## src/source/iob_wb_pkg.sv

```systemverilog
package iob_wb_pkg;

    localparam int ADDR_W = 32;
    localparam int DATA_W = 32;
    localparam int STRB_W = DATA_W / 8;

    // wishbone request from the bridge.
    typedef struct packed {
        logic [ADDR_W-1:0] adr;
        logic [DATA_W-1:0] dat;
        logic [STRB_W-1:0] sel;
        logic              we;
        logic              cyc;
        logic              stb;
    } wb_req_t;

    typedef struct packed {
        logic [DATA_W-1:0] dat;
        logic              ack;
        logic              err;
    } wb_rsp_t;

    typedef enum logic [1:0] {
        BR_IDLE,
        BR_CYCLE,
        BR_DONE
    } bridge_state_e;

    // target select from address bits 13 and 12.
    typedef enum logic [1:0] {
        REG_SRAM = 2'd0,
        REG_CSR  = 2'd1,
        REG_NONE = 2'd2
    } wb_region_e;

    localparam logic [DATA_W-1:0] CSR_ID_VALUE = 32'h1b0b_0a01;

    // register bank word offsets.
    typedef enum logic [2:0] {
        CSR_SCRATCH0 = 3'd0,
        CSR_SCRATCH1 = 3'd1,
        CSR_SCRATCH2 = 3'd2,
        CSR_SCRATCH3 = 3'd3,
        CSR_ID       = 3'd4,
        CSR_WCOUNT   = 3'd5
    } csr_addr_e;

endpackage

```

## src/source/wb_csr_bank.sv

```systemverilog
module wb_csr_bank (
    input  logic                clk_i,
    input  logic                arst_n_i,
    input  iob_wb_pkg::wb_req_t wb_req_i,
    output iob_wb_pkg::wb_rsp_t wb_rsp_o
);
    import iob_wb_pkg::*;

    logic [DATA_W-1:0] scratch_q [0:3];
    logic [DATA_W-1:0] wcount_q;
    logic [DATA_W-1:0] rdata_q;
    logic [DATA_W-1:0] rd_word;
    logic              ack_q;
    logic              err_q;
    logic              access;
    logic              bad;
    logic              wr_ok;
    csr_addr_e         offset;

    assign offset = csr_addr_e'(wb_req_i.adr[4:2]);
    assign access = wb_req_i.cyc & wb_req_i.stb & ~(ack_q | err_q);
    assign wr_ok  = access & wb_req_i.we & ~bad;

    always_comb begin
        bad     = 1'b0;
        rd_word = '0;
        case (offset)
            CSR_SCRATCH0, CSR_SCRATCH1, CSR_SCRATCH2, CSR_SCRATCH3: begin
                rd_word = scratch_q[wb_req_i.adr[3:2]];
            end
            CSR_ID: begin
                rd_word = CSR_ID_VALUE;
                bad     = wb_req_i.we; // read only.
            end
            CSR_WCOUNT: begin
                rd_word = wcount_q;
                bad     = wb_req_i.we;
            end
            default: bad = 1'b1;
        endcase
    end

    always_ff @(posedge clk_i or negedge arst_n_i) begin
        if (!arst_n_i) begin
            scratch_q <= '{default: '0};
            wcount_q  <= '0;
            ack_q     <= 1'b0;
            err_q     <= 1'b0;
        end else begin
            ack_q <= access & ~bad;
            err_q <= access & bad;
            if (wr_ok) begin
                for (int b = 0; b < STRB_W; b++) begin
                    if (wb_req_i.sel[b]) begin
                        scratch_q[wb_req_i.adr[3:2]][8*b +: 8] <= wb_req_i.dat[8*b +: 8];
                    end
                end
                wcount_q <= wcount_q + 1'b1;
            end
        end
    end

    always_ff @(posedge clk_i) begin
        if (access) begin
            rdata_q <= bad ? '0 : rd_word;
        end
    end

    assign wb_rsp_o = '{dat: rdata_q, ack: ack_q, err: err_q};

endmodule

```

## config.mk

```make
export PLATFORM = sky130hd
export DESIGN_NAME = wb_csr_bank
export DESIGN_NICKNAME = d
export VERILOG_FILES = /design/src/source/iob_wb_pkg.sv /design/src/source/wb_csr_bank.sv
export SDC_FILE = /design/constraint.sdc
export NUM_CORES = 1
export LEC_CHECK = 0
export BUFFER_PORTS_ARGS = -buffer_cell sky130_fd_sc_hd__buf_2
export CAP_MARGIN = 40
export CORE_MARGIN = 5
export CORE_UTILIZATION = 25
export CTS_CLUSTER_DIAMETER = 80
export CTS_CLUSTER_SIZE = 8
export DETAILED_ROUTE_END_ITERATION = 8
export PLACE_DENSITY = 0.44
export SYNTH_ARGS = -nofsm -noshare
export SYNTH_HDL_FRONTEND = slang
export SYNTH_SLANG_ARGS = --single-unit
```

## constraint.sdc

```tcl
create_clock -name clk_i -period 3 [get_ports clk_i]
set_input_delay 0.3 -clock clk_i [delete_from_list [all_inputs] [get_ports clk_i]]
set_output_delay 0.3 -clock clk_i [all_outputs]
set_load 0.005 [all_outputs]
```

---- Word-level counts from Yosys, hierarchy flattened ----
Cells that the tools add are included.
word-level totals
  register bits after elaboration ......... 194
  bits of input ports ..................... 73
  output and inout port bits .............. 34
cells by class
  add/sub/neg operators ................... 1
  magnitude comparators ................... 2
  equality and inequality tests ........... 5
  mux-type cells .......................... 24
  bitwise operators ....................... 10
  reduce and logical (&&, ||, !) cells .... 4
operators by type and width
  kind                   count
  $mux 128               7
  $bwmux 128             4
  $demux 32 s2           4
  $mux 32                3
  $pmux 32 s3            1
  $bmux 32 s2            1
  $add 32x1->32 const B  1
  $mux 24                1
  $mux 16                1
  $mux 8                 1
  $and 1x1->1            6
  $eq 3x2->1 const B     2
  $eq 3x3->1 const B     2
  $reduce_or 4->1        1
  $eq 3x1->1 const B     1
  $ge 3x3->1 const B     1
  $logic_not 3->1        1
  $lt 3x1->1 const B     1
  $not 2->3              1
  $not 1->1              2
  $pmux 1 s2             1
  $reduce_or 2->1        1
  $logic_and 1x1->1      1
  $or 1x1->1             1

---- Logic depth before layout (Yosys ltp) ----
  depth in word-level cells ............... 16
  mapped depth ............................ 6
  gate-level depth less buffers ........... 5

---- Least setup slack after synthesis ----
No wires, ideal clock.
  path kind ............................... register to register
  start point ............................. register ack_q
  end point ............................... register rdata_q[0] (enable)
  library setup time ...................... 387 ps
  data arrival time ....................... 1,343 ps
  slack ................................... 1,270 ps
  stages on the path, launching flop included .. 4
  buffers on the path ..................... 1
  period minus slack after synthesis ...... 1,730 ps
  path through ............................ dfrtp_1 > nand4bb_1 > buf_4 > inv_1
between the ends
  longest elaborated chain between the ends .. 3
ends and longest elaborated chain
  item                      line               source
  start: declaration        wb_csr_bank.sv:13  logic ack_q;
  start signal: assignment  wb_csr_bank.sv:50  ack_q <= access & ~bad;
  $or 1x1->1                wb_csr_bank.sv:21  assign access = wb_req_i.cyc & wb_req_i.stb & ~(ack_q | err_q);
  $not 1->1                 wb_csr_bank.sv:21
  $and 1x1->1               wb_csr_bank.sv:21
  net access                wb_csr_bank.sv:15  logic access;
  end signal: assignment    wb_csr_bank.sv:65  rdata_q <= bad ? '0 : rd_word;
  end: declaration          wb_csr_bank.sv:11  logic [DATA_W-1:0] rdata_q;
The timed path passes the listed nets, and every way through them passes these cells.
A chain may end at the register's enable or synchronous reset.

---- Final worst setup path ----
  start point ............................. register ack_q
  end point ............................... register scratch_q[21] (netlist bit)
between the ends
  longest elaborated chain between the ends .. 5
ends and longest elaborated chain
  item                            line               source
  $or 1x1->1                      wb_csr_bank.sv:21
  $not 1->1                       wb_csr_bank.sv:21
  $and 1x1->1                     wb_csr_bank.sv:21
  $and 1x1->1 (2 in series)       wb_csr_bank.sv:22  assign wr_ok = access & wb_req_i.we & ~bad;
  end signal: indexed assignment  wb_csr_bank.sv:55  scratch_q[wb_req_i.adr[3:2]][8*b +: 8] <= wb_req_i.dat[8*b +: 8];
  end: declaration                wb_csr_bank.sv:9   logic [DATA_W-1:0] scratch_q [0:3];
Every way passes these cells.

==> results.md <==
- Synth area leader: dfrtp_1
- Crit path DAT: 2.68 ns
- Die Span Y: 197 microns
- Hold-fix buffers at CTS: 1
- Die Wd: 197 microns
- Detailed-route DRC error count: 0
- RSZ-0062 raised after global routing: false
- Fin crit period: 2.37 ns
- Seq/Total Area, Yosys: 57.2%
- Final Cycle Share: 79.0%
- Fin nets: 754
- Count of different cell masters after synthesis: 39
- Slowest library cell on the worst path: nor2_8
- Clock transition at path regs: 0.08 ns
- Peak Freq: 422 MHz
- WL per Instance: 18.5 microns
- Worst setup path class: reg -> reg
- Pre-Repair DR Iteration Count: 4
- TNS Setup: 0 ns
- Clock Tree Buf Depth: 2
- Primary FF master, synth: dfrtp_1
- Post-Syn Nets: 669
- Cell Area, Placed: 0.00971 sq mm
- Fin. Hold Viols: 0
- Initial Utilization: 25.4%
- Top cell type's share of synthesized area: 46.3%
- Synth Area per Inst: 14.7 sq um
- Final setup margin: 0.629 ns
- First-pass GRT wire length: 33600 microns
- Area growth from synthesis to layout: 17.9%
- Vias in the first global route: 5485
- Biggest cell delay along the critical path: 0.56 ns
- Largest net degree at the start of global routing: 59
- Die area: 0.0389 sq mm
- Number of flops mapped to enable cells by yosys: 32
- CTS resizes: 0
- Post CTS Setup Buffer Count: 0
- Worst min path class: in -> reg
- Vias post-DR: 5024
- Pleak: 4.54 nW
- Setup violations, final: 0
- Post-DP HPWL: 14700 microns
- Core box area: 0.0345 sq mm
- CP Max Fanout: 23
- Clk sink count: 194
- Row count: 68
- Post-Syn Instances: 595
- Slew @ Worst Pin: 0.811 ns
- # IOs: 107
- Layout Skew: 0.0115 ns
- Share of layout cells above drive strength 1: 45.3%
- GRT Residual Overflow: 0
- Area contributors post-synth: dfrtp_1 (46%), mux2_2 (18%), edfxtp_1 (11%)
- I/O Buffers: 77
- Crit-path leading delay family: simple AND/OR/NAND/NOR gates
- Final Max Tran Viols: 0
- Critical path buffers and inverters: 0
- Via density: 4.37
- Worst EP required: 3.31 ns
- Post-route ant nets: 0
- Clk_lat worst skew: 0.43 ns
- Final core utilization: 29.9%
- Pre-CTS WS: 0.569 ns
- Total track usage: 11.3%
- Max VDD drop: 0.000373 V
- Status: finished, final reports clean
- YS warnings: 0
- Crit-path cells: nand4bb_1 -> nor2_8 -> nand4_2 -> mux2_2
- Final GP Congestion: 0.735
- Root Buffer: clkbuf_16
- Crit path launch type: flop
- Share of flip-flops with an asynchronous set or reset: 83.5%
- Total power: 6.12 mW
- Final instance area: 0.0103 sq mm
- Initial antenna violation count: 7
- PD cells: 592 mW/mm^2
- Syn Std Cell Area: 0.00876 sq mm
- DR iter-0 viols: 212
- H-Tree Depth: 4
- Fillers: 3547
- CTS buffer count: 17
- Detailed Route WL: 21300 microns
- CTS tree: built
- Crit. End Element: flop
- Synth Register Bits: 194
- Slew headroom: 45.7%
- MaxCap Viol Count: 0
-- Yosys cell counts, drive strengths merged (4+ instances only) --
library cell / number
a21oi: 10
and3: 6
and4: 4
buf: 18
clkbuf: 7
dfrtp: 162
edfxtp: 32
inv: 33
mux2: 139
mux4: 32
nand2: 30
nand3: 25
nand4: 21
nor2: 6
nor4: 4
o21ai: 23
xnor2: 28
-- metrics by stage --
stage / cells / hold WS [ns]
final: 1150 / 0.137
after global routing: 1149 / 0.130
after CTS: 1148 / 0.116
after detailed placement: 1115 / 0.324
after global placement: 1115 / 0.331
after floorplan: 595 / 0.00441
-- power breakdown --
part | internal (mW) | switching (mW) | total, mW
logic | 0.364 | 0.287 | 0.651
clock network | 1.36 | 1.01 | 2.37
registers | 2.95 | 0.137 | 3.09
-- path summary, 6_finish.rpt --
kind | from | end | slack [ns] | cells past startpoint
min in group asynchronous | arst_n_i | scratch_q[4] | 0.41 | 2
max in group asynchronous | arst_n_i | wcount_q[12] | 1.90 | 3
worst min register to register | wcount_q[31] | wcount_q[31] | 0.47 | 1
worst max-delay path | ack_q | scratch_q[21] | 0.63 | 4
worst min-delay path | wb_req_i[12] | scratch_q[5] | 0.14 | 2
worst max register to register | ack_q | scratch_q[21] | 0.63 | 4
-- registers in the layout (all words and copies together), names as in the netlist --
register and cells:
scratch_q 128, rdata_q 32, wcount_q 32, err_q 1
ack_q 1
-- metal layers --
layer	global-route usage [%]	part of all wire [%]	vias up	routed length, microns
met5	0	0.24	-	51
met4	3.00	1.1	10	228
met3	3.04	3.9	22	839
met2	18.7	49	57	10500
met1	14.8	46	2582	9710
li1	-	-	2353	-
-- worst reg2reg max path: stages, from the launching register on --
cell	delay (ns)
dfrtp_1	0.38
nand4bb_1	0.45
nor2_8	0.56
nand4_2	0.44
mux2_2	0.42
-- final cells by class --
cell class	count	area, sq um	share of cell area [%]
clock buffers	19	454	4.39
inverters	33	124	1.20
diodes	2	5.00	0.0484
flip-flops and latches	194	5010	48.5
multi-input cells	343	3480	33.6
well taps	455	569	5.51
clock inverters	13	156	1.51
repair buffers	91	537	5.19
-- kinds of logic after synthesis --
kind of cell	synth area share [%]
AO/OA/AOI/OAI	1.97
buffers and inverters	3.11
XOR/XNOR	3.10
adder cells (fa/ha/maj)	0.143
AND/OR/NAND/NOR	8.37
multiplexers	26.1
flip-flops	57.2
-- cells in the final DEF (no fill, tap or decap), types with 2 or more instances in the layout --
cell type / instances
o21ai_0: 23
nand2_1: 30
nor4_1: 2
nand4_1: 16
buf_2: 76
nor3_1: 2
bufinv_16: 3
buf_4: 10
mux4_2: 32
nand3_2: 9
xnor2_1: 28
buf_12: 3
nand4_2: 4
clkbuf_16: 18
clkinvlp_4: 4
clkinv_1: 2
nand3_4: 3
xor2_1: 3
dfrtp_1: 162
nor2_1: 4
mux2_2: 139
a21oi_1: 10
inv_1: 33
nand3_1: 13
nor2b_1: 3
edfxtp_1: 32
and4_1: 4
and3_1: 6
diode_2: 2
Note: power is estimated with default switching activity, not from simulation.
