--- src/source/iob_wb_pkg.sv ---
package iob_wb_pkg;

    localparam int ADDR_W = 32;
    localparam int DATA_W = 32;
    localparam int STRB_W = DATA_W / 8;

    // wishbone request from the bridge.
    typedef struct packed {
        logic [ADDR_W-1:0] adr;
        logic [DATA_W-1:0] dat;
        logic [STRB_W-1:0] sel;
        logic              we;
        logic              cyc;
        logic              stb;
    } wb_req_t;

    typedef struct packed {
        logic [DATA_W-1:0] dat;
        logic              ack;
        logic              err;
    } wb_rsp_t;

    typedef enum logic [1:0] {
        BR_IDLE,
        BR_CYCLE,
        BR_DONE
    } bridge_state_e;

    // target select from address bits 13 and 12.
    typedef enum logic [1:0] {
        REG_SRAM = 2'd0,
        REG_CSR  = 2'd1,
        REG_NONE = 2'd2
    } wb_region_e;

    localparam logic [DATA_W-1:0] CSR_ID_VALUE = 32'h1b0b_0a01;

    // register bank word offsets.
    typedef enum logic [2:0] {
        CSR_SCRATCH0 = 3'd0,
        CSR_SCRATCH1 = 3'd1,
        CSR_SCRATCH2 = 3'd2,
        CSR_SCRATCH3 = 3'd3,
        CSR_ID       = 3'd4,
        CSR_WCOUNT   = 3'd5
    } csr_addr_e;

endpackage

--- src/source/iob_iob2wishbone.sv ---
module iob_iob2wishbone #(
    parameter int READ_BYTES = 4
) (
    input  logic                            clk_i,
    input  logic                            arst_n_i,

    input  logic                            iob_avalid_i,
    input  logic [iob_wb_pkg::ADDR_W-1:0]   iob_address_i,
    input  logic [iob_wb_pkg::DATA_W-1:0]   iob_wdata_i,
    input  logic [iob_wb_pkg::STRB_W-1:0]   iob_wstrb_i,
    output logic                            iob_ready_o,
    output logic                            iob_rvalid_o,
    output logic [iob_wb_pkg::DATA_W-1:0]   iob_rdata_o,
    output logic                            iob_error_o,

    output iob_wb_pkg::wb_req_t             wb_req_o,
    input  iob_wb_pkg::wb_rsp_t             wb_rsp_i
);
    import iob_wb_pkg::*;

    localparam logic [STRB_W-1:0] RB_MASK = STRB_W'((1 << READ_BYTES) - 1);

    bridge_state_e     state_q;
    bridge_state_e     state_d;
    logic [ADDR_W-1:0] adr_q;
    logic [DATA_W-1:0] dat_q;
    logic [STRB_W-1:0] sel_q;
    logic              we_q;
    logic [DATA_W-1:0] rdata_q;
    logic              error_q;
    logic [STRB_W-1:0] rd_sel;
    logic              is_write;
    logic              in_cycle;
    logic              wb_done;
    logic              accept;

    assign is_write = |iob_wstrb_i;
    assign rd_sel   = RB_MASK << iob_address_i[1:0]; // upper lanes drop off.
    assign in_cycle = (state_q == BR_CYCLE);
    assign wb_done  = in_cycle & (wb_rsp_i.ack | wb_rsp_i.err);
    assign accept   = (state_q == BR_IDLE) & iob_avalid_i;

    always_comb begin
        state_d = state_q;
        case (state_q)
            BR_IDLE:  if (iob_avalid_i) state_d = BR_CYCLE;
            BR_CYCLE: if (wb_done) state_d = BR_DONE;
            default:  state_d = BR_IDLE;
        endcase
    end

    always_ff @(posedge clk_i or negedge arst_n_i) begin
        if (!arst_n_i) begin
            state_q <= BR_IDLE;
            error_q <= 1'b0;
        end else begin
            state_q <= state_d;
            if (wb_done) begin
                error_q <= wb_rsp_i.err;
            end
        end
    end

    // held request and returned word.
    always_ff @(posedge clk_i) begin
        if (accept) begin
            adr_q <= iob_address_i;
            dat_q <= iob_wdata_i;
            we_q  <= is_write;
            sel_q <= is_write ? iob_wstrb_i : rd_sel;
        end
        if (wb_done) begin
            rdata_q <= wb_rsp_i.dat;
        end
    end

    assign wb_req_o = '{adr: adr_q, dat: dat_q, sel: sel_q, we: we_q,
                        cyc: in_cycle, stb: in_cycle};

    assign iob_ready_o  = (state_q == BR_DONE);
    assign iob_rvalid_o = iob_ready_o & ~we_q;
    assign iob_rdata_o  = rdata_q;
    assign iob_error_o  = error_q;

endmodule

--- config.mk ---
export PLATFORM = sky130hd
export DESIGN_NAME = iob_iob2wishbone
export DESIGN_NICKNAME = d
export VERILOG_FILES = /design/src/source/iob_wb_pkg.sv /design/src/source/iob_iob2wishbone.sv
export SDC_FILE = /design/constraint.sdc
export NUM_CORES = 1
export LEC_CHECK = 0
export ABC_CLOCK_PERIOD_IN_PS = 7950
export BUFFER_PORTS_ARGS = -buffer_cell sky130_fd_sc_hd__buf_2
export CAP_MARGIN = 10
export CORE_MARGIN = 5
export CORE_UTILIZATION = 42
export DETAILED_ROUTE_END_ITERATION = 7
export PLACE_DENSITY = 0.8
export SLEW_MARGIN = 0
export SYNTH_ARGS = -nofsm -noshare
export SYNTH_HDL_FRONTEND = slang
export SYNTH_SLANG_ARGS = --single-unit
--- constraint.sdc ---
create_clock -name clk_i -period 7.95 [get_ports clk_i]
set_clock_uncertainty 0.05 [all_clocks]
set_input_delay 0.3975 -clock clk_i [delete_from_list [all_inputs] [get_ports clk_i]]
set_output_delay 0.3975 -clock clk_i [all_outputs]
set_load 0.01 [all_outputs]
# Word-level counts from Yosys, hierarchy flattened

Index checks and enable logic that the tools add are counted.

Eq/ne operators: 4
Shift operators: 1
Muxes and demuxes: 4
Bitwise gates (word level): 5
Reduce and logical (&&, ||, !) cells: 3

Operators with widths:

| operator              | count |
|---|---|
| $mux W2               | 2 |
| $mux W4               | 1 |
| $pmux W2 S2           | 1 |
| $reduce_or A4 Y1      | 1 |
| $shl A4 B2 Y4 const A | 1 |
| $and A1 B1 Y1         | 3 |
| $eq A2 B1 Y1 const B  | 1 |
| $eq A2 B2 Y1 const B  | 1 |
| $logic_not A2 Y1      | 1 |
| $ne A2 B1 Y1 const B  | 1 |
| $ne A2 B2 Y1 const B  | 1 |
| $reduce_and A2 Y1     | 1 |
| $not A1 Y1            | 1 |
| $or A1 B1 Y1          | 1 |

Register bits: 104
Output and inout port bits: 106

# Depth between registers and ports, before layout

Depth after elaboration: 4
Depth in mapped cells: 2

# Worst setup path before layout

Ideal clock, no wire load.

Path type: register -> register
Start point: register state_q[1]
End point: register adr_q[0], enable pin
Data arrival time: 5.467 ns
Slack: 1.839 ns
Cell stages (with the launch flop): 2
Path buffers: 0
Cell sequence: dfrtp_1 nor3b_1

Cells in the longest elaborated chain, start to end: 2

Ends and longest elaborated chain:

| what                   | RTL line               | source |
|---|---|---|
| start, declared        | iob_iob2wishbone.sv:23 | `bridge_state_e state_q;` |
| start signal, assigned | iob_iob2wishbone.sv:57 | `state_q <= state_d;` |
| $logic_not A2 Y1       | iob_iob2wishbone.sv:41 | `assign accept = (state_q == BR_IDLE) & iob_avalid_i;` |
| $and A1 B1 Y1          | iob_iob2wishbone.sv:41 |  |
| via accept             | iob_iob2wishbone.sv:35 | `logic accept;` |
| end signal, assigned   | iob_iob2wishbone.sv:67 | `adr_q <= iob_address_i;` |
| end, declared          | iob_iob2wishbone.sv:25 | `logic [ADDR_W-1:0] adr_q;` |

The timed path passes the listed nets, and every way through them passes these cells.
A chain may end at the register's enable or synchronous reset.

# Worst setup path in the final report

Start point: register state_q[0]
End point: register dat_q[24], enable pin

Cells in the longest elaborated chain, start to end: 2

Ends and longest elaborated chain:

| what                 | RTL line               | source |
|---|---|---|
| $logic_not A2 Y1     | iob_iob2wishbone.sv:41 |  |
| $and A1 B1 Y1        | iob_iob2wishbone.sv:41 |  |
| via accept           | iob_iob2wishbone.sv:35 |  |
| end signal, assigned | iob_iob2wishbone.sv:68 | `dat_q <= iob_wdata_i;` |
| end, declared        | iob_iob2wishbone.sv:26 | `logic [DATA_W-1:0] dat_q;` |

The timed path passes the listed nets, and every way through them passes these cells.

==> results.txt <==
- In the synthesized netlist, the number of instances is ~130.
* Fraction of the yosys area taken by sequential cells: 0.948
* Most common flop cell mapped by yosys: sky130_fd_sc_hd__edfxtp_1
* Setup violations, final: 0
- Headroom to the max-slew limit came out at 0.431.
* Number of sinks on the clock net: between 100 and 150
- The HPWL after detailed placement is between 5000 and 6000 µm.
* Cells along the critical path: nor3b_2 > buf_4
- Start point of the worst min-delay path: wb_rsp_i[17]
- Slowest stage cell on the critical path: sky130_fd_sc_hd__buf_4
* Data arrival at the endpoint of the critical path: between 1500 and 2000 ps
- The routed layout has a little over 2k vias.
* Global-route wire length before repair: between 10000 and 15000 µm
- The floorplan step set the die height to 98.3 µm.
- No sink is reached through more buffers than the 2 on the longest clock path.
* Number of global-route vias before repair: 2195
- Registers take a little over 3000 µm².
- Die X: between 90 and 100 µm
- For this configuration, the core starts out at a cell density of 0.429.
- In this run the clock root is driven by a sky130_fd_sc_hd__clkbuf_8.
- Setup repair after global routing left no endpoint under its margin.
- Count of nets after finishing: 454
* IO Port Bufs: 210
* Total negative slack: 0 ps
* Number of H-tree branching levels: 3
- Total global-route track usage: 0.153
- # IOs: between 200 and 250
- The number of nets handed over by synthesis was roughly 230.
- In this run the critical register-to-register path is launched from state_q[0]$_DFFE_PN0P_.
* Hold EP: iob_rdata_o[15]$_DFFE_PP_
- Dividing the detail-routed wire length by the instance count gives about 16 µm.
* Critical Path End Type: flop
- 0 antenna diodes ended up in the layout.
* Clock buffer count from CTS: 9
- The synthesized design contains 101 enable-type register cells.
* Commonest cells post-synth: sky130_fd_sc_hd__edfxtp_1, sky130_fd_sc_hd__buf_4, sky130_fd_sc_hd__dfrtp_1
* RR Endpoint: dat_q[24]$_DFFE_PP_
* TritonCTS clock tree: built
- For this design the static power due to leakage is 2.01 nW.
* Total number of yosys warnings: 0
- At the pin with the least slew margin, the transition time is approximately 850 ps.
- For the worst-skew pair, the clock arrives at the later sink with an insertion delay of 330 ps.
- Final count of hold timing violations: 0
- Type of the setup path with the least slack: reg2reg
- In the finished design, the share of the clock period the worst path needs comes to 0.223.
- Wires add up to ~7500 µm.
* Class of the tightest hold or removal check: in2reg
- Entering global routing, the biggest net connects 70 pins.
* Mean post-synth cell area: 25.6 µm²
- In this run, placement finished with an instance count of between 400 and 500.
* Fillcell total: around 600
* Clock-pin slew reported for the worst setup and hold paths after clock tree synthesis: 90 ps
- Data on the critical path is required at its endpoint by around 8000 ps.
* Achievable frequency: approximately 560 MHz
- The setup check on the worst reg-to-reg path leaves a slack of roughly 6000 ps.
- In this run the worst path has a maximum fanout of 69.
- The initial antenna violation count came to 0.
- In the final layout, the share of cells above drive strength 1 is 0.655.
* Most common cell in the netlist: sky130_fd_sc_hd__edfxtp_1
- Register-to-Register Path Depth: 2
* Floorplan row count: 32
* PwrDens: ~260 nW/µm²
* Final cell count without fillers: 456
* Synth area leaders: sky130_fd_sc_hd__edfxtp_1, sky130_fd_sc_hd__dfrtp_1, sky130_fd_sc_hd__buf_4
- Overflow left after global routing: 0
* Share of synthesized flip-flops with an asynchronous set or reset: 0.0288
- Post-CTS repair timing setup buffer count: 0
- Worst-case vdd ir drop: ~0.14 mV
- Counting distinct cell types in the post-synthesis netlist gives 20.
* Fraction of post-synthesis cell area in the top cell type by area: 0.926
* Multi-input gate area: 148 µm²
- In this run, synthesis produced a sequential element count of around 100.
- Cell depth of the worst min-delay path: 1
- First DRT Iteration DRCs: 63
- Post-route antenna net violation count: 0
- In the routed design, unresolved DRC markers number 0.
- Number of detailed-routing iterations run before antenna repair: 4
- Of all cell types, the one taking the most synthesized area is sky130_fd_sc_hd__edfxtp_1.
* Crit-path max cell delay: 670 ps
* Max-Cap Viols: 0
- Ratio of routed vias to standard cells: about 4.4
- Startpoint Class: flop
- The congestion estimate from routability-driven global placement came to about 0.8.
* Die area: about 9700 µm²
* Cell area after synthesis: roughly 3300 µm²
- The run finished with clean final reports.
- The count of pins over their slew limit is 0.
- Subtracting the final worst setup slack from the clock period gives about 1800 ps.
- After floorplanning, the core was sized to cover 7650 µm².
* Layout overhead on the synthesized area: 43.4%
-- critical path, delay by kind of cell (launching register included) --
| kind | cells | cell delay, ps |
|---|---|---|
| buffers and inverters | 1 | 670 |
| AND/OR/NAND/NOR | 1 | 190 |
| flip-flops | 1 | 440 |
-- sequential cells by signal, indices dropped and copies added, names as in the netlist --
register / flops
iob_rdata_o: 32
adr_q: 32
state_q: 2
sel_q: 4
dat_q: 32
iob_error_o: 1
we_q: 1
-- per-stage QoR --
stage / power, mW / util / area [µm²] / hold WS (ps) / setup slack [ps]
after CTS: 1.25 / 0.614 / 4700 / 148 / 6180
after global placement: 0.876 / 0.582 / 4450 / 147 / 6200
final: 1.23 / 0.614 / 4700 / 177 / 6180
after detailed placement: 0.884 / 0.582 / 4450 / 149 / 6160
after floorplan: 0.793 / - / 3280 / 51.9 / 1840
after global routing: 1.29 / 0.614 / 4700 / 145 / 6090
-- power breakdown --
group	switching [mW]	leakage, nW	internal [mW]	total, mW
Clock	0.160	0.116	0.208	0.368
Combinational	0.100	0.908	0.0666	0.167
Sequential	0.0175	0.983	0.682	0.700
-- layer usage --
layer / global-route usage / vias up / share of wire
met5: 0 / - / 0
met4: 0.0683 / 0 / 0.013
met3: 0.0786 / 6 / 0.15
met2: 0.263 / 141 / 0.50
met1: 0.156 / 933 / 0.33
li1: - / 947 / -
-- cells by family after synthesis --
kind of cell,after synthesis,share of synthesized area
flip-flops,104,0.948
AND/OR/NAND/NOR,13,0.0264
AO/OA/AOI/OAI,7,0.0172
buffers and inverters,4,0.00802
-- worst max path at each step --
| stage | from | end | slack (ps) | cells past startpoint |
|---|---|---|---|---|
| 2_1_floorplan | state_q[1]$_DFFE_PN0P_ | adr_q[0]$_DFFE_PP_ | 1840 | 1 |
| 3_3_place_gp | iob_avalid_i | adr_q[14]$_DFFE_PP_ | 6200 | 3 |
| 3_5_place_dp | iob_avalid_i | adr_q[10]$_DFFE_PP_ | 6160 | 3 |
| 4_1_cts | state_q[1]$_DFFE_PN0P_ | adr_q[5]$_DFFE_PP_ | 6180 | 2 |
| 5_1_grt | state_q[0]$_DFFE_PN0P_ | dat_q[24]$_DFFE_PP_ | 6090 | 2 |
| 6_report | state_q[0]$_DFFE_PN0P_ | dat_q[24]$_DFFE_PP_ | 6180 | 2 |
-- cell type report --
class,count,share of cell area
clock buffers,10,0.0272
repair buffers,213,0.229
multi-input cells,20,0.0314
flip-flops and latches,104,0.662
clock inverters,6,0.0229
well taps,102,0.0272
inverters,1,0.000799
-- cells in the final DEF, fill, tap and decap left out, types with 2 or more instances in the layout --
cell / Yosys / routed
sky130_fd_sc_hd__buf_2: 0 / 210
sky130_fd_sc_hd__edfxtp_1: 101 / 101
sky130_fd_sc_hd__clkbuf_8: 0 / 9
sky130_fd_sc_hd__bufinv_16: 0 / 3
sky130_fd_sc_hd__dfrtp_1: 3 / 3
sky130_fd_sc_hd__or2_2: 2 / 2
sky130_fd_sc_hd__nor3_1: 2 / 2
sky130_fd_sc_hd__a21o_1: 2 / 2
sky130_fd_sc_hd__o21a_1: 2 / 2
sky130_fd_sc_hd__clkinv_2: 0 / 2
sky130_fd_sc_hd__buf_4: 3 / 2
-- what timing repair did --
item | 4_1_cts | 5_1_grt
hold buffers | 1 | 0
resized for setup | 0 | 0
endpoints found under the hold margin | 3 | 0
Note: power is estimated with default switching activity, not from simulation.
