$ cat src/source/iob_wb_pkg.sv
package iob_wb_pkg;

    localparam int ADDR_W = 32;
    localparam int DATA_W = 32;
    localparam int STRB_W = DATA_W / 8;

    // wishbone request from the bridge.
    typedef struct packed {
        logic [ADDR_W-1:0] adr;
        logic [DATA_W-1:0] dat;
        logic [STRB_W-1:0] sel;
        logic              we;
        logic              cyc;
        logic              stb;
    } wb_req_t;

    typedef struct packed {
        logic [DATA_W-1:0] dat;
        logic              ack;
        logic              err;
    } wb_rsp_t;

    typedef enum logic [1:0] {
        BR_IDLE,
        BR_CYCLE,
        BR_DONE
    } bridge_state_e;

    // target select from address bits 13 and 12.
    typedef enum logic [1:0] {
        REG_SRAM = 2'd0,
        REG_CSR  = 2'd1,
        REG_NONE = 2'd2
    } wb_region_e;

    localparam logic [DATA_W-1:0] CSR_ID_VALUE = 32'h1b0b_0a01;

    // register bank word offsets.
    typedef enum logic [2:0] {
        CSR_SCRATCH0 = 3'd0,
        CSR_SCRATCH1 = 3'd1,
        CSR_SCRATCH2 = 3'd2,
        CSR_SCRATCH3 = 3'd3,
        CSR_ID       = 3'd4,
        CSR_WCOUNT   = 3'd5
    } csr_addr_e;

endpackage

$ cat src/source/wb_resp_combiner.sv
module wb_resp_combiner (
    input  logic                clk_i,
    input  logic                arst_n_i,

    input  iob_wb_pkg::wb_req_t wb_req_i,
    output iob_wb_pkg::wb_rsp_t wb_rsp_o,

    output iob_wb_pkg::wb_req_t sram_req_o,
    input  iob_wb_pkg::wb_rsp_t sram_rsp_i,

    output iob_wb_pkg::wb_req_t csr_req_o,
    input  iob_wb_pkg::wb_rsp_t csr_rsp_i
);
    import iob_wb_pkg::*;

    wb_region_e region;
    logic       none_stb;
    logic       none_err_q;

    always_comb begin
        case (wb_req_i.adr[13:12])
            2'd0:    region = REG_SRAM;
            2'd1:    region = REG_CSR;
            default: region = REG_NONE;
        endcase
    end

    // cyc goes to both targets, stb only to the selected one.
    always_comb begin
        sram_req_o     = wb_req_i;
        csr_req_o      = wb_req_i;
        sram_req_o.stb = wb_req_i.stb & (region == REG_SRAM);
        csr_req_o.stb  = wb_req_i.stb & (region == REG_CSR);
    end

    assign none_stb = wb_req_i.cyc & wb_req_i.stb & (region == REG_NONE) & ~none_err_q;

    always_ff @(posedge clk_i or negedge arst_n_i) begin
        if (!arst_n_i) begin
            none_err_q <= 1'b0;
        end else begin
            none_err_q <= none_stb; // unmapped access.
        end
    end

    always_comb begin
        case (region)
            REG_SRAM: wb_rsp_o = sram_rsp_i;
            REG_CSR:  wb_rsp_o = csr_rsp_i;
            default:  wb_rsp_o = '{dat: '0, ack: 1'b0, err: none_err_q};
        endcase
    end

endmodule

$ cat config.mk
export PLATFORM = sky130hd
export DESIGN_NAME = wb_resp_combiner
export DESIGN_NICKNAME = d
export VERILOG_FILES = /design/src/source/iob_wb_pkg.sv /design/src/source/wb_resp_combiner.sv
export SDC_FILE = /design/constraint.sdc
export NUM_CORES = 1
export LEC_CHECK = 0
export BUFFER_PORTS_ARGS = -buffer_cell sky130_fd_sc_hd__buf_2
export CAP_MARGIN = 25
export CORE_AREA = 2 2 122 124
export DETAILED_ROUTE_END_ITERATION = 8
export DIE_AREA = 0 0 124 126
export HOLD_SLACK_MARGIN = 0.08
export PLACE_DENSITY = 0.4
export SYNTH_ARGS = -nofsm -noshare
export SYNTH_HDL_FRONTEND = slang
export SYNTH_SLANG_ARGS = --single-unit
$ cat constraint.sdc
create_clock -name clk_i -period 1.82 [get_ports clk_i]
set_input_delay 0.091 -clock clk_i [delete_from_list [all_inputs] [get_ports clk_i]]
set_output_delay 0.091 -clock clk_i [all_outputs]
set_load 0.1 [all_outputs]
Yosys cells after proc, flatten, opt, wreduce, memory -nomap -nowiden --
Cells that the tools add are included. W data, S select, Z words.
Word-level totals: register bits 1, input port bits 141, output and inout port bits 176, word-level logic and storage cells 14
Operators by class: equality and inequality tests 3, mux-type cells 2, bitwise gates (word level) 6, reductions and logical operators 2
Operator list (count):
- $pmux W34 S2 | 1
- $and A1 B1 Y1 | 5
- $eq A2 B1 Y1 const B | 2
- $logic_not A2 Y1 | 2
- $pmux W2 S2 | 1
- $eq A2 B2 Y1 const B | 1
- $not A1 Y1 | 1

Longest topological paths before layout --
Gate-level depths: netlist (run 1).
word-level depth 5, gate-level depth with buffers 4, depth with buffers taken out 2

Worst setup path after synthesis (run 1) --
No wires, ideal clock.
path type in2out, from input port wb_req_i[51] (netlist name), to output port sram_req_o[0] (netlist name), data arrival time 2.620 ns, required time 1.729 ns, slack -0.891 ns, cell stages on the path 3, path buffers 2, cell sequence buf_6 > buf_4 > nor3b_1
RTL lines:
- start, declared | line wb_resp_combiner.sv:5 | input iob_wb_pkg::wb_req_t wb_req_i,
- end, declared | line wb_resp_combiner.sv:8 | output iob_wb_pkg::wb_req_t sram_req_o,

==> impl_metrics.tcl, run 1 <==
set metrics [dict create \
    status "completed" \
    grt_setup_unrepaired "false" \
    setup-violations-final 0 \
    ys_seq_area_frac 0.01533 \
    largest_reg_flops 1 \
    regMostFlops "none_err_q" \
    starting_utilization_of_the_core_area 0.1141 \
    pwr-share-clk 0 \
    detail_route.first_pass.iterations 3 \
    area_delta_synth_final_pct 19.92 \
    vdd.ir_drop.worst_mv 0.1447 \
    num-nets-final 334 \
    detail_route.drc_violations 0 \
    cp_data_required_time_ps 1730 \
    p_sw_frac 0.6373 \
    hp-class "input pin to output port" \
    post-synth-top-count-cell "sky130_fd_sc_hd__buf_4" \
    drive_gt1_frac 0.6963 \
    seq_power_share 0.026 \
    synth_flop_cell "sky130_fd_sc_hd__dfrtp_1" \
    cp_data_arrival_time_ps 1200 \
    vias 1116 \
    route.final.wire_length_microns 4788 \
    finalPower_uw 919.4 \
    slew_viol_final 0 \
    critical_path_peak_fanout 8 \
    hp-start "wb_req_i[17]" \
    portBuffers 115 \
    antennaDiodeCount 0 \
    netlist_area_sq_mm 0.001633 \
    yosysTopAreaCellShare 0.6575 \
    fmax_mhz 772.7 \
    drt-initial-drc-count 15 \
    combinational_fraction_of_design_power 0.974 \
    yosys_register_bits 1 \
    synth-edff-count 0 \
    worstSkewPairLatency_ps 0 \
    stdcell_count 375 \
    place_hpwl_microns 4205 \
    maximum_number_of_pins_on_one_net_before_global_route_repair 26 \
    cell_count_after_synthesis 220 \
    finalCriticalPeriod_ps 1294 \
    synth_fp_nets 361 \
    floorplan.die.width_microns 124 \
    power.internal_uw 333.5 \
    cp-end-kind "output port" \
    synth-async-reset-ratio 1.000 \
    synth_largest_area_cell "sky130_fd_sc_hd__buf_4" \
    placementRows 44 \
    fill_cells 1627 \
    crit_start "wb_req_i[51]" \
    syn_area_per_cell_sq_um 7.422 \
    via_count_of_the_first_global_routing_pass 1132 \
    layout_top_registers "none_err_q: 1 flops" \
    layout_skew_ps 0 \
    worst_slew_margin_rel 0.6783 \
    grt_use_total 0.05009 \
    fin_tns_setup_ps 0 \
    reg2regPathDepth 1 \
    design.die.area_sq_mm 0.01562 \
    worstMarginPinSlew_ps 485.9 \
    hold_violations 0 \
    drt.antenna.violating_nets 0 \
    cap_violations 0 \
    synth_cell_type_count 13 \
    start_kind "input pin" \
    setup.worst_path.class "input pin to output port" \
    synth_commonest_cells "143 x sky130_fd_sc_hd__buf_4, 33 x sky130_fd_sc_hd__mux2i_1, 33 x sky130_fd_sc_hd__nor2_1" \
    avgViaCountPerCell 2.976 \
    worst_hold_path.num_cells 0 \
    total_leakage_power_nw 0.9532 \
    power_switching_uw 586.0 \
    antenna_found_initial 0 \
    first_pass_grt_wire_length_microns 6078 \
    die-height_microns 126 \
    dpl.cell_count 374 \
    reg_to_reg_start "none_err_q$_DFF_PN0_" \
    place.gp.congestion 0.6096 \
    top_level_ports 317 \
    ys_top_cells_by_area "sky130_fd_sc_hd__buf_4 66%, sky130_fd_sc_hd__mux2i_1 20%, sky130_fd_sc_hd__nor2_1 7.6%, sky130_fd_sc_hd__dfrtp_1 1.5%, sky130_fd_sc_hd__mux2_4 0.92%" \
    core-area_sq_mm 0.01431 \
    power-per-cell-area_mw_per_mm2 469.5 \
    final.period_utilization 0.7111 \
    global_route.overflow_total 0 \
    avgRoutedWirePerCell_microns 12.77 \
    yosysWarnings 0 \
]
-- per-stage QoR --
stage | instance area, sq um | setup slack (ps) | hold WS [ps] | util
2_1_floorplan | 1668 | -44.81 | -204.6 | -
3_3_place_gp | 1948 | 496.9 | -133.9 | 0.1361
3_5_place_dp | 1948 | 451.9 | -131.1 | 0.1361
4_1_cts | 1958 | 456.8 | 183.0 | 0.1368
5_1_grt | 1958 | 439.6 | 182.1 | 0.1368
6_report | 1958 | 525.8 | 182.0 | 0.1368
-- critical path: stages --
cell,delay [ps]
sky130_fd_sc_hd__buf_2,240
sky130_fd_sc_hd__mux2_4,320
sky130_fd_sc_hd__mux2_2,250
sky130_fd_sc_hd__buf_2,290
-- cell families after synthesis --
logic type | synth area share
buffers and inverters | 0.6743
DFF | 0.01532
muxes | 0.2184
and+or+nand+nor | 0.09196
-- layout by cell type, fill, tap and decap left out, drive strengths merged --
master         n
dfrtp          1
nor2          33
dlygate4sd3    1
mux2i         33
mux2           2
and4b          1
buf          118
and3b          1
nor3b          1
-- final timing paths --
kind | to | slack, ps
max | wb_rsp_o[0] | 530
min | csr_req_o[17] | 180
max reg2reg | none_err_q$_DFF_PN0_ | 1160
min reg2reg | none_err_q$_DFF_PN0_ | 560
max in group asynchronous | none_err_q$_DFF_PN0_ | 1330
min in group asynchronous | none_err_q$_DFF_PN0_ | 400
-- cell type report --
type,count,area [sq um],share of cell area
Multi-Input combinational cell,71,541.8,0.2767
Sequential cell,1,25.02,0.01278
Tap cell,184,230.2,0.1176
Timing Repair Buffer,119,1161,0.5930
-- per-layer routing --
metal / part of all wire / GRT usage / wire length, microns / vias up
met5: 0 / 0 / 0 / -
met4: 0.080 / 0.04164 / 382 / 0
met3: 0.15 / 0.01178 / 728 / 56
met2: 0.50 / 0.1012 / 2382 / 116
met1: 0.27 / 0.03768 / 1294 / 449
li1: - / - / - / 495
-- power by group through the flow --
stage / clock network, mW / registers [mW] / logic (mW)
detailed placement: 0 / 0.0239 / 0.904
global route: 0 / 0.0240 / 0.928
floorplan: 0 / 0.0237 / 1.95
global placement: 0 / 0.0239 / 0.902
CTS: 0 / 0.0239 / 0.907
finish: 0 / 0.0239 / 0.896
-- what timing repair did --
item                      CTS  global route
setup buffers               0             0
resized for setup           0             0
hold buffers                1             0
hold endpoints to repair    1             0
(Power assumes the default switching activity.)
==> inputs of run 2 (changes only) <==
--- a/config.mk
+++ b/config.mk
@@ -7,11 +7,11 @@
 export LEC_CHECK = 0
 export BUFFER_PORTS_ARGS = -buffer_cell sky130_fd_sc_hd__buf_2
 export CAP_MARGIN = 25
-export CORE_AREA = 2 2 122 124
+export CORE_AREA = 2 2 123 125
 export DETAILED_ROUTE_END_ITERATION = 8
-export DIE_AREA = 0 0 124 126
+export DIE_AREA = 0 0 125 127
 export HOLD_SLACK_MARGIN = 0.08
-export PLACE_DENSITY = 0.4
+export PLACE_DENSITY = 0.39
 export SYNTH_ARGS = -nofsm -noshare
 export SYNTH_HDL_FRONTEND = slang
 export SYNTH_SLANG_ARGS = --single-unit
==> constraint.sdc (replaced) <==
create_clock -name clk_i -period 1.3 [get_ports clk_i]
set_input_delay 0.065 -clock clk_i [delete_from_list [all_inputs] [get_ports clk_i]]
set_output_delay 0.065 -clock clk_i [all_outputs]
set_load 0.1 [all_outputs]
==> run 2 against run 1 <==
  * Total power grew 51%
  * Hold slack got worse by 52 ps
  * Sequential share of layout area shrank 0.15 points
  * Global-route usage shrank 0.25 points
  * Sequential power increased by 40%
  * Core utilization is 1.7 points higher
  * Routed wire length is 13% lower
  * Critical path depth stayed put
  * First-iteration DRC count unchanged
  * Sequential cell count stayed put
==> impl_metrics.tcl, run 2 (synthesis results as in run 1) <==
set metrics [dict create \
    holdWs_ps 130.1 \
    place_hpwl_microns 3633 \
    grt_setup_unrepaired "false" \
    timing.critical_path.buf_inv 2 \
    num-nets-final 335 \
    hold_violations 0 \
    layout_top_registers "none_err_q: 1 flops" \
    total_leakage_power_nw 0.9967 \
    worstMarginPinSlew_ps 486.4 \
    starting_utilization_of_the_core_area 0.1132 \
    setup.worst_path.class "input pin to output port" \
    regMostFlops "none_err_q" \
    worstSkewPairLatency_ps 0 \
    start_kind "input pin" \
    power-per-cell-area_mw_per_mm2 626.8 \
    route.final.wire_length_microns 4161 \
    design.die.area_sq_mm 0.01588 \
    cap_violations 0 \
    post_cts_buffers 0 \
    drt.antenna.violating_nets 0 \
    die-height_microns 127 \
    grt_use_total 0.04756 \
    antennaDiodeCount 0 \
    postLayoutCellArea_sq_mm 0.002217 \
    core-area_sq_mm 0.01442 \
    path_cells "buf_2 -> mux2_4 -> mux2_2 -> buf_2" \
    timing.critical_path.slowest_stage_cell "sky130_fd_sc_hd__mux2_4" \
    placed_area_sq_mm 0.002207 \
    global_route.overflow_total 0 \
    detail_route.first_pass.iterations 3 \
    status "completed" \
    avgViaCountPerCell 2.973 \
    rrSetupSlack_ps 640 \
    fmax_mhz 858.2 \
    floorplan.die.width_microns 125 \
    critical_path_peak_fanout 3 \
    finalPower_mw 1.390 \
    postLayoutCoreUtil 0.1537 \
    detail_route.drc_violations 0 \
    placementRows 44 \
    hp-class "input pin to output port" \
    mostFrequentLayoutCell "sky130_fd_sc_hd__buf_2" \
    largest_reg_flops 1 \
    antenna_found_initial 0 \
    worst_path_dominant_cell_family "multiplexers" \
    finalCriticalPeriod_ps 1165 \
    via_count_of_the_first_global_routing_pass 1197 \
    cp-end-kind "output port" \
    portBuffers 115 \
    vias 1118 \
    drt-initial-drc-count 15 \
    setup-violations-final 0 \
    avgRoutedWirePerCell_microns 11.07 \
    first_pass_grt_wire_length_microns 6279 \
    cp_data_required_time_ps 1240 \
    crit_path_frequent_cell "sky130_fd_sc_hd__buf_2" \
    layout_skew_ps 0 \
    slew_viol_final 0 \
    layout.cells.most_common_list "77 x sky130_fd_sc_hd__buf_2, 40 x sky130_fd_sc_hd__buf_12, 33 x sky130_fd_sc_hd__mux2i_1, 30 x sky130_fd_sc_hd__nor2_4, 3 x sky130_fd_sc_hd__nor2_2" \
    vdd.ir_drop.worst_mv 0.2217 \
    fill_cells 1613 \
    top_level_ports 317 \
    drive_gt1_frac 0.8073 \
    worst_slew_margin_rel 0.6780 \
    cp_data_arrival_time_ps 1100 \
    area_delta_synth_final_pct 35.79 \
    maximum_number_of_pins_on_one_net_before_global_route_repair 24 \
    place.gp.congestion 0.6848 \
    final.period_utilization 0.8964 \
    timing.critical_path.slowest_cell_delay_ps 330 \
]
==> run 2: report_power, final <==
group	internal (mW)	total, mW	leakage, nW	switching (mW)
logic	0.483	1.36	0.983	0.873
registers	0.0329	0.0334	0.0135	0.000517
clock network	0	0	0	0
total	0.516	1.39	0.997	0.874
==> run 2: layout make-up <==
type	count	area, sq um	share of cell area
repair buffers	120	1211	0.5463
multi-input cells	71	750.7	0.3386
well taps	184	230.2	0.1038
flip-flops and latches	1	25.02	0.01129
==> run 2: path summary, 6_finish.rpt <==
kind,start,end,depth (start not counted)
hold reg to reg,none_err_q$_DFF_PN0_,none_err_q$_DFF_PN0_,1
min in group asynchronous,arst_n_i,none_err_q$_DFF_PN0_,2
hold / removal,wb_req_i[24],csr_req_o[24],0
max in group asynchronous,arst_n_i,none_err_q$_DFF_PN0_,2
setup / recovery,wb_req_i[51],wb_rsp_o[0],4
setup reg to reg,none_err_q$_DFF_PN0_,none_err_q$_DFF_PN0_,1
==> run 2: timing repair <==
| action | CTS | global route |
|---|---|---|
| endpoints found under the hold margin | 1 | 0 |
| resized for setup | 0 | 0 |
| hold buffers | 1 | 0 |
==> run 2: stage by stage <==
stage               instances  worst slack (ps)  setup TNS (ps)
floorplan                 220            -13.61          -245.0
global placement          375             109.7               0
detailed placement        375             114.5               0
CTS                       376             112.8               0
global route              376             96.18               0
finish                    376             134.7               0
==> run 2: layer usage <==
metal,share of wire,track usage,up-vias,wire [microns]
li1,-,-,504,-
met2,0.50,0.08536,97,2088
met4,0.074,0.03660,0,309
met3,0.14,0.01633,48,571
met5,0,0,-,0
met1,0.29,0.04465,469,1192
